==> src/logic/cpu_pkg.sv <==
package cpu_pkg;

    localparam int word_size  = 16;
    localparam int mem_depth  = 256;
    localparam int mem_addr_w = $clog2(mem_depth);  // Low bits of the ALU result.

    typedef enum logic [3:0] {
        alu_add    = 4'h0,
        alu_sub    = 4'h1,
        alu_and    = 4'h2,
        alu_orr    = 4'h3,
        alu_not    = 4'h4,
        alu_tcp    = 4'h5,  // Two's complement of a.
        alu_shl    = 4'h6,
        alu_shr    = 4'h7,  // Arithmetic shift keeps the sign.
        alu_lhi    = 4'h8,  // Immediate into the upper byte.
        alu_pass_b = 4'h9
    } alu_op_t;

    typedef enum logic [1:0] {
        br_ne = 2'd0,
        br_eq = 2'd1,
        br_gz = 2'd2,  // a against zero.
        br_lz = 2'd3
    } br_op_t;

    typedef struct packed {
        logic [word_size-1:0] pc;
        logic [word_size-1:0] a;
        logic [word_size-1:0] b;
        logic [word_size-1:0] imm;
        alu_op_t              alu_op;
        br_op_t               br_op;
        logic                 is_branch;
        logic [1:0]           rd;
        logic                 reg_write;
        logic                 mem_read;
        logic                 mem_write;
        logic                 mem_to_reg;
        logic                 is_wwd;
    } id_ex_t;

    typedef struct packed {
        logic [word_size-1:0] alu_result;
        logic [word_size-1:0] store_data;
        logic [1:0]           rd;
        logic                 reg_write;
        logic                 mem_read;
        logic                 mem_write;
        logic                 mem_to_reg;
        logic                 is_wwd;
        logic [word_size-1:0] wwd_data;
        logic                 branch_taken;
        logic [word_size-1:0] target;
    } ex_mem_t;

    typedef struct packed {
        logic [word_size-1:0] wb_data;
        logic [1:0]           rd;
        logic                 reg_write;
        logic                 is_wwd;
        logic [word_size-1:0] wwd_data;
    } mem_wb_t;

    localparam ex_mem_t ex_mem_bubble = '0;  // No write, no store, no redirect.
    localparam mem_wb_t mem_wb_bubble = '0;

endpackage
==> src/logic/exec_mem_top.sv <==
`timescale 1ns/100ps

module exec_mem_top (
    input  logic                          clk,
    input  logic                          reset_n,
    input  logic                          flush,
    input  cpu_pkg::id_ex_t               id_ex,
    output logic                          redirect_valid,
    output logic [cpu_pkg::word_size-1:0] redirect_target,
    output cpu_pkg::mem_wb_t              wb,
    output logic                          wwd_valid,
    output logic [cpu_pkg::word_size-1:0] wwd_data
);

    cpu_pkg::ex_mem_t ex_next;
    cpu_pkg::ex_mem_t ex_mem_q;

    exec_stage u_exec (
        .id_ex  (id_ex),
        .ex_out (ex_next)
    );

    pipe_reg #(
        .payload_t (cpu_pkg::ex_mem_t),
        .bubble    (cpu_pkg::ex_mem_bubble)
    ) ex_mem_reg (
        .clk     (clk),
        .reset_n (reset_n),
        .flush   (flush),
        .d       (ex_next),
        .q       (ex_mem_q)
    );

    mem_stage u_mem (
        .clk     (clk),
        .reset_n (reset_n),
        .ex_mem  (ex_mem_q),
        .wb      (wb)
    );

    // Redirect leaves one cycle after EX.
    assign redirect_valid  = ex_mem_q.branch_taken;
    assign redirect_target = ex_mem_q.target;

    assign wwd_valid = wb.is_wwd;
    assign wwd_data  = wb.wwd_data;

endmodule

==> src/logic/mem_stage.sv <==
`timescale 1ns/100ps

module mem_stage (
    input  logic             clk,
    input  logic             reset_n,
    input  cpu_pkg::ex_mem_t ex_mem,
    output cpu_pkg::mem_wb_t wb
);

    logic [cpu_pkg::word_size-1:0]  mem [cpu_pkg::mem_depth];
    logic [cpu_pkg::mem_addr_w-1:0] addr;
    logic [cpu_pkg::word_size-1:0]  load_data;
    cpu_pkg::mem_wb_t               wb_next;

    assign addr = ex_mem.alu_result[cpu_pkg::mem_addr_w-1:0];

    // Store lands at the edge, so the next load sees it.
    always_ff @(posedge clk) begin
        if (ex_mem.mem_write) begin
            mem[addr] <= ex_mem.store_data;
        end
    end

    assign load_data = ex_mem.mem_read ? mem[addr] : '0;  // Asynchronous read.

    always_comb begin
        wb_next.wb_data   = ex_mem.mem_to_reg ? load_data : ex_mem.alu_result;
        wb_next.rd        = ex_mem.rd;
        wb_next.reg_write = ex_mem.reg_write;
        wb_next.is_wwd    = ex_mem.is_wwd;
        wb_next.wwd_data  = ex_mem.wwd_data;
    end

    pipe_reg #(
        .payload_t (cpu_pkg::mem_wb_t),
        .bubble    (cpu_pkg::mem_wb_bubble)
    ) mem_wb_reg (
        .clk     (clk),
        .reset_n (reset_n),
        .flush   (1'b0),  // Nothing to kill past MEM.
        .d       (wb_next),
        .q       (wb)
    );

endmodule

==> src/logic/exec_stage.sv <==
`timescale 1ns/100ps

module exec_stage (
    input  cpu_pkg::id_ex_t  id_ex,
    output cpu_pkg::ex_mem_t ex_out
);

    logic [cpu_pkg::word_size-1:0] alu_result;
    logic [cpu_pkg::word_size-1:0] target;
    logic                          cond;
    logic                          a_neg;
    logic                          a_zero;

    always_comb begin
        case (id_ex.alu_op)
            cpu_pkg::alu_add:    alu_result = id_ex.a + id_ex.b;
            cpu_pkg::alu_sub:    alu_result = id_ex.a - id_ex.b;
            cpu_pkg::alu_and:    alu_result = id_ex.a & id_ex.b;
            cpu_pkg::alu_orr:    alu_result = id_ex.a | id_ex.b;
            cpu_pkg::alu_not:    alu_result = ~id_ex.a;
            cpu_pkg::alu_tcp:    alu_result = ~id_ex.a + cpu_pkg::word_size'(1);
            cpu_pkg::alu_shl:    alu_result = id_ex.a << 1;
            cpu_pkg::alu_shr: begin
                alu_result = {id_ex.a[cpu_pkg::word_size-1], id_ex.a[cpu_pkg::word_size-1:1]};
            end
            cpu_pkg::alu_lhi:    alu_result = id_ex.imm << (cpu_pkg::word_size / 2);
            cpu_pkg::alu_pass_b: alu_result = id_ex.b;
            default:             alu_result = '0;  // Unused codes.
        endcase
    end

    assign a_neg  = id_ex.a[cpu_pkg::word_size-1];
    assign a_zero = (id_ex.a == '0);

    // Condition is evaluated for every op, gated by is_branch below.
    always_comb begin
        case (id_ex.br_op)
            cpu_pkg::br_ne: cond = (id_ex.a != id_ex.b);
            cpu_pkg::br_eq: cond = (id_ex.a == id_ex.b);
            cpu_pkg::br_gz: cond = !a_neg && !a_zero;
            cpu_pkg::br_lz: cond = a_neg;
            default:        cond = 1'b0;
        endcase
    end

    assign target = id_ex.pc + cpu_pkg::word_size'(1) + id_ex.imm;  // Relative to next pc.

    always_comb begin
        ex_out.alu_result   = alu_result;
        ex_out.store_data   = id_ex.b;
        ex_out.rd           = id_ex.rd;
        ex_out.reg_write    = id_ex.reg_write;
        ex_out.mem_read     = id_ex.mem_read;
        ex_out.mem_write    = id_ex.mem_write;
        ex_out.mem_to_reg   = id_ex.mem_to_reg;
        ex_out.is_wwd       = id_ex.is_wwd;
        ex_out.wwd_data     = id_ex.a;  // Output port shows operand a.
        ex_out.branch_taken = id_ex.is_branch && cond;
        ex_out.target       = target;
    end

endmodule

==> src/logic/pipe_reg.sv <==
`timescale 1ns/100ps

module pipe_reg #(
    parameter type      payload_t = logic,
    parameter payload_t bubble    = '0
) (
    input  logic     clk,
    input  logic     reset_n,
    input  logic     flush,
    input  payload_t d,
    output payload_t q
);

    // Flush kills the bundle captured at this edge.
    always_ff @(posedge clk) begin
        if (reset_n || flush) begin
            q <= bubble;
        end else begin
            q <= d;
        end
    end

endmodule

==> config.mk <==
export PLATFORM = sky130hd
export DESIGN_NAME = exec_mem_top
export DESIGN_NICKNAME = d
export VERILOG_FILES = /design/src/logic/cpu_pkg.sv /design/src/logic/exec_mem_top.sv /design/src/logic/mem_stage.sv /design/src/logic/exec_stage.sv /design/src/logic/pipe_reg.sv
export SDC_FILE = /design/constraint.sdc
export NUM_CORES = 2
export LEC_CHECK = 0
export BUFFER_PORTS_ARGS = -buffer_cell sky130_fd_sc_hd__buf_2
export CORE_MARGIN = 5
export CORE_UTILIZATION = 50
export CTS_BUF_LIST = sky130_fd_sc_hd__clkbuf_16
export DETAILED_ROUTE_END_ITERATION = 16
export GPL_ROUTABILITY_DRIVEN = 0
export PLACE_DENSITY = 0.65
export SYNTH_ARGS = -nofsm -noshare
export SYNTH_HDL_FRONTEND = slang
export SYNTH_SLANG_ARGS = --single-unit
==> constraint.sdc <==
create_clock -name clk -period 4.6 [get_ports clk]
set_input_delay 0.46 -clock clk [delete_from_list [all_inputs] [get_ports clk]]
set_output_delay 0.46 -clock clk [all_outputs]
set_load 0.05 [all_outputs]
==> key figures <==
Layout
  – Share of cells above drive strength 1: 31.69%
  – Most frequent cells in the layout: 4096 x edfxtp_1, 1154 x mux4_2, 509 x buf_4
  – Most common cell after layout, fill and taps aside: edfxtp_1
  – Area delta synth->final: 14.88%
  – # fillers: roughly 23000
  – Final core area utilization: slightly below 60%
  – Nets: 8413
  – Post-route design area: around 190000 µm²

Yosys
  – YS warnings: 0
  – Post-synth ARST share: 0%
  – Post-synth cell types: 71
  – Cells after Synth: approximately 7500
  – Number of synthesized flops with an enable pin: 4096
  – Post-Syn Area per Cell: 21.99 µm²
  – Mapped Nets: about 7600
  – Mapped Area: 164000 µm²
  – Seq/Total Area, Yosys: 76.32%
  – Most used DFF post-synth: edfxtp_1
  – Flops & latches, synth: roughly 4200

Clock tree
  – CTS clk-pin slew, worst paths: 0.06 ns
  – Total setup buffers inserted after CTS: 0
  – Total CTS buffers: around 420
  – PostCTS Resize Cnt: 0
  – Worst-skew pair later-pin latency: 1.01 ns
  – Clock root buffer: clkbuf_16
  – Hold Buf Count CTS: 84
  – Clk sinks: 4204
  – TritonCTS clock tree: done
  – Clk buf depth: 4
  – H-tree depth: 5

Detailed routing
  – Routed WL: between 400000 and 500000 µm
  – TritonRoute pass-1 iters: 9
  – Via/cell ratio: 6.497
  – Drt drc: 0
  – DRT iter0 DRCs: 12570
  – Total number of vias: 84350
  – Routed WL per cell: 35.55 µm
  – Antenna viol nets, final: 1

Worst setup path
  – Crit Reg-Reg Startpoint: ex_mem_reg.q[56]
  – Crit path to: u_mem.mem_wb_reg.q[34]
  – Reg2Reg Depth: 8
  – Startpoint Class: register
  – CP max FO: 30
  – Endpoint type of the worst setup path: register
  – WP data arrival: roughly 5.2 ns
  – CP Launch Point: ex_mem_reg.q[56]
  – CP Class: register to register
  – WP data required: 5.44 ns
  – R2R setup slack: 0.23 ns
  – Worst r2r dst: u_mem.mem_wb_reg.q[34]

STA
  – Final period util: 95.01%
  – RSZ-0062 raised after global routing: false
  – Tmin final: 4.371 ns
  – Final Skew: about 0.1 ns
  – FMAX: between 200 and 250 MHz
  – Worst slew margin relative to its limit: -2.230%
  – Final setup viols: 0
  – Fin Setup TNS: 0 ns
  – Final Slew Violations: 9
  – Final Hold Vio Count: 0
  – Worst-Margin Slew: 1.525 ns

Run
  – Max cap viols: 1

Die
  – Die ar.: around 340000 µm²
  – CORE AREA: 326900 µm²
  – Die height: 582.7 µm
  – Starting Density: 50.17%
  – Die Width: 582.7 µm
  – FP Rows: 210
  – Io pins: around 150

Min path
  – Hold Path Class: primary input to register
  – Hold depth: 4

Power and ir drop
  – NetSw: 16.64 mW
  – Clock power frac: 42.6%
  – Flop pwr share: 53.8%
  – Leakage dissipation: approximately 50 nW
  – Max VDD drop: between 0.3 and 0.4 mV
  – Combinational power share: 3.6%
  – Power density cells: 415.0 nW/µm²
  – Switching power share of the total: 21.28%
  – Internal: 61.55 mW

Outcome
  – Status: finished, violations left
  – Failing checks: antenna rules, capacitance limit, slew limit

Global route
  – Global-route wire length before repair: 647700 µm
  – Antenna violations before repair: 25
  – Pin count of the biggest net entering global routing: roughly 170
  – Tot GR Track Use: ~27%
  – Vias in the first global route: roughly 83000
  – Total congestion overflow: 0

Placed design
  – DP Wirelength: 282000 µm
  – DP Area: 174100 µm²
  – Port bufs: 150
[through the flow]
stage / setup slack (ns) / std cells / hold slack (ns) / power [mW]
floorplan: 0.3659 / 7459 / 0.4014 / 44.43
global placement: 0.3165 / 12100 / 0.4199 / 45.51
detailed placement: 0.3775 / 12100 / 0.4223 / 45.57
CTS: 0.3743 / 12960 / 0.002417 / 78.57
global route: 0.1530 / 12960 / 0.08944 / 80.42
finish: 0.2293 / 12980 / 0.08901 / 78.19
[layout make-up]
type,count,area [µm²],area share [%]
sequential,4204,125200,66.48
multi-input combinational,2745,36850,19.56
timing repair buffer,830,7154,3.797
antenna,21,52.55,0.02789
clock inverter,352,2806,1.490
inverter,60,227.7,0.1209
clock buffer,425,10640,5.645
tap,4346,5438,2.886
[worst min path at each step]
stage                           from                endpoint  slack [ns]
floorplan           ex_mem_reg.q[65]  u_mem.mem_wb_reg.q[29]        0.40
global placement    ex_mem_reg.q[38]  u_mem.mem_wb_reg.q[18]        0.42
detailed placement  ex_mem_reg.q[39]  u_mem.mem_wb_reg.q[19]        0.42
CTS                        id_ex[18]         ex_mem_reg.q[5]       0.002
global route               id_ex[26]        ex_mem_reg.q[12]        0.09
finish                     id_ex[26]        ex_mem_reg.q[12]        0.09
[cells by family after synthesis]
group | synth area share, %
XOR/XNOR | 0.1228
flip-flops | 76.32
adder cells (fa/ha/maj) | 0.5478
AO/OA/AOI/OAI | 2.059
multiplexers | 17.21
AND/OR/NAND/NOR | 2.150
buffers and inverters | 1.589
[synthesized netlist by cell type, types with 10 or more instances]
master	instances	area share [%]
mux4_2	1154	16
a22oi_1	59	0.27
mux2i_1	196	1.2
xnor2_1	14	0.075
edfxtp_1	4096	75
o22ai_1	54	0.21
a21oi_1	102	0.31
buf_6	28	0.19
a211oi_1	25	0.11
nand2b_1	23	0.088
nor4_1	10	0.038
nand3_1	52	0.16
buf_4	82	0.38
buf_1	53	0.12
dfxtp_1	108	1.3
o32ai_1	12	0.064
and2_1	16	0.061
ha_1	67	0.51
mux2_2	24	0.16
o211ai_1	11	0.050
o21ai_0	85	0.26
or3_1	11	0.042
buf_2	139	0.42
clkbuf_1	148	0.34
nor3_1	103	0.31
a31oi_1	15	0.057
a32oi_1	11	0.059
nor2_1	342	0.78
nand4_1	16	0.061
nand2_1	130	0.30
a221oi_1	19	0.10
nor2b_1	39	0.15
inv_1	59	0.14
[per-layer routing]
| layer | global-route usage, % | part of all wire [%] | up-vias |
|---|---|---|---|
| met3 | 6.550 | 11 | 883 |
| met5 | 0 | 0.010 | - |
| met2 | 41.39 | 47 | 5278 |
| li1 | - | - | 33100 |
| met1 | 37.87 | 38 | 45080 |
| met4 | 10.38 | 4.5 | 8 |
[flip-flops by register name (all words and copies together), names as in the netlist]
register	cells
u_mem.mem_wb_reg.q	36
ex_mem_reg.q	72
u_mem.mem	4096
[critical path, cell delays in order, from the launching register on]
cell and delay, ns:
dfxtp_4 0.90, buf_12 0.30, buf_12 0.28, mux4_2 0.55
mux4_2 0.58, a22oi_1 0.77, nand2_1 0.13, nor2_1 0.48
o21ai_1 0.12
[power by group through the flow]
stage	Combinational [mW]	Clock [mW]	Sequential, mW
3_3_place_gp	2.65	0	42.9
4_1_cts	2.78	33.7	42.1
6_report	2.82	33.3	42.1
3_5_place_dp	2.69	0	42.9
2_1_floorplan	1.37	0	43.1
5_1_grt	2.93	35.4	42.0
No activity file was read; power rests on OpenSTA's default activity.
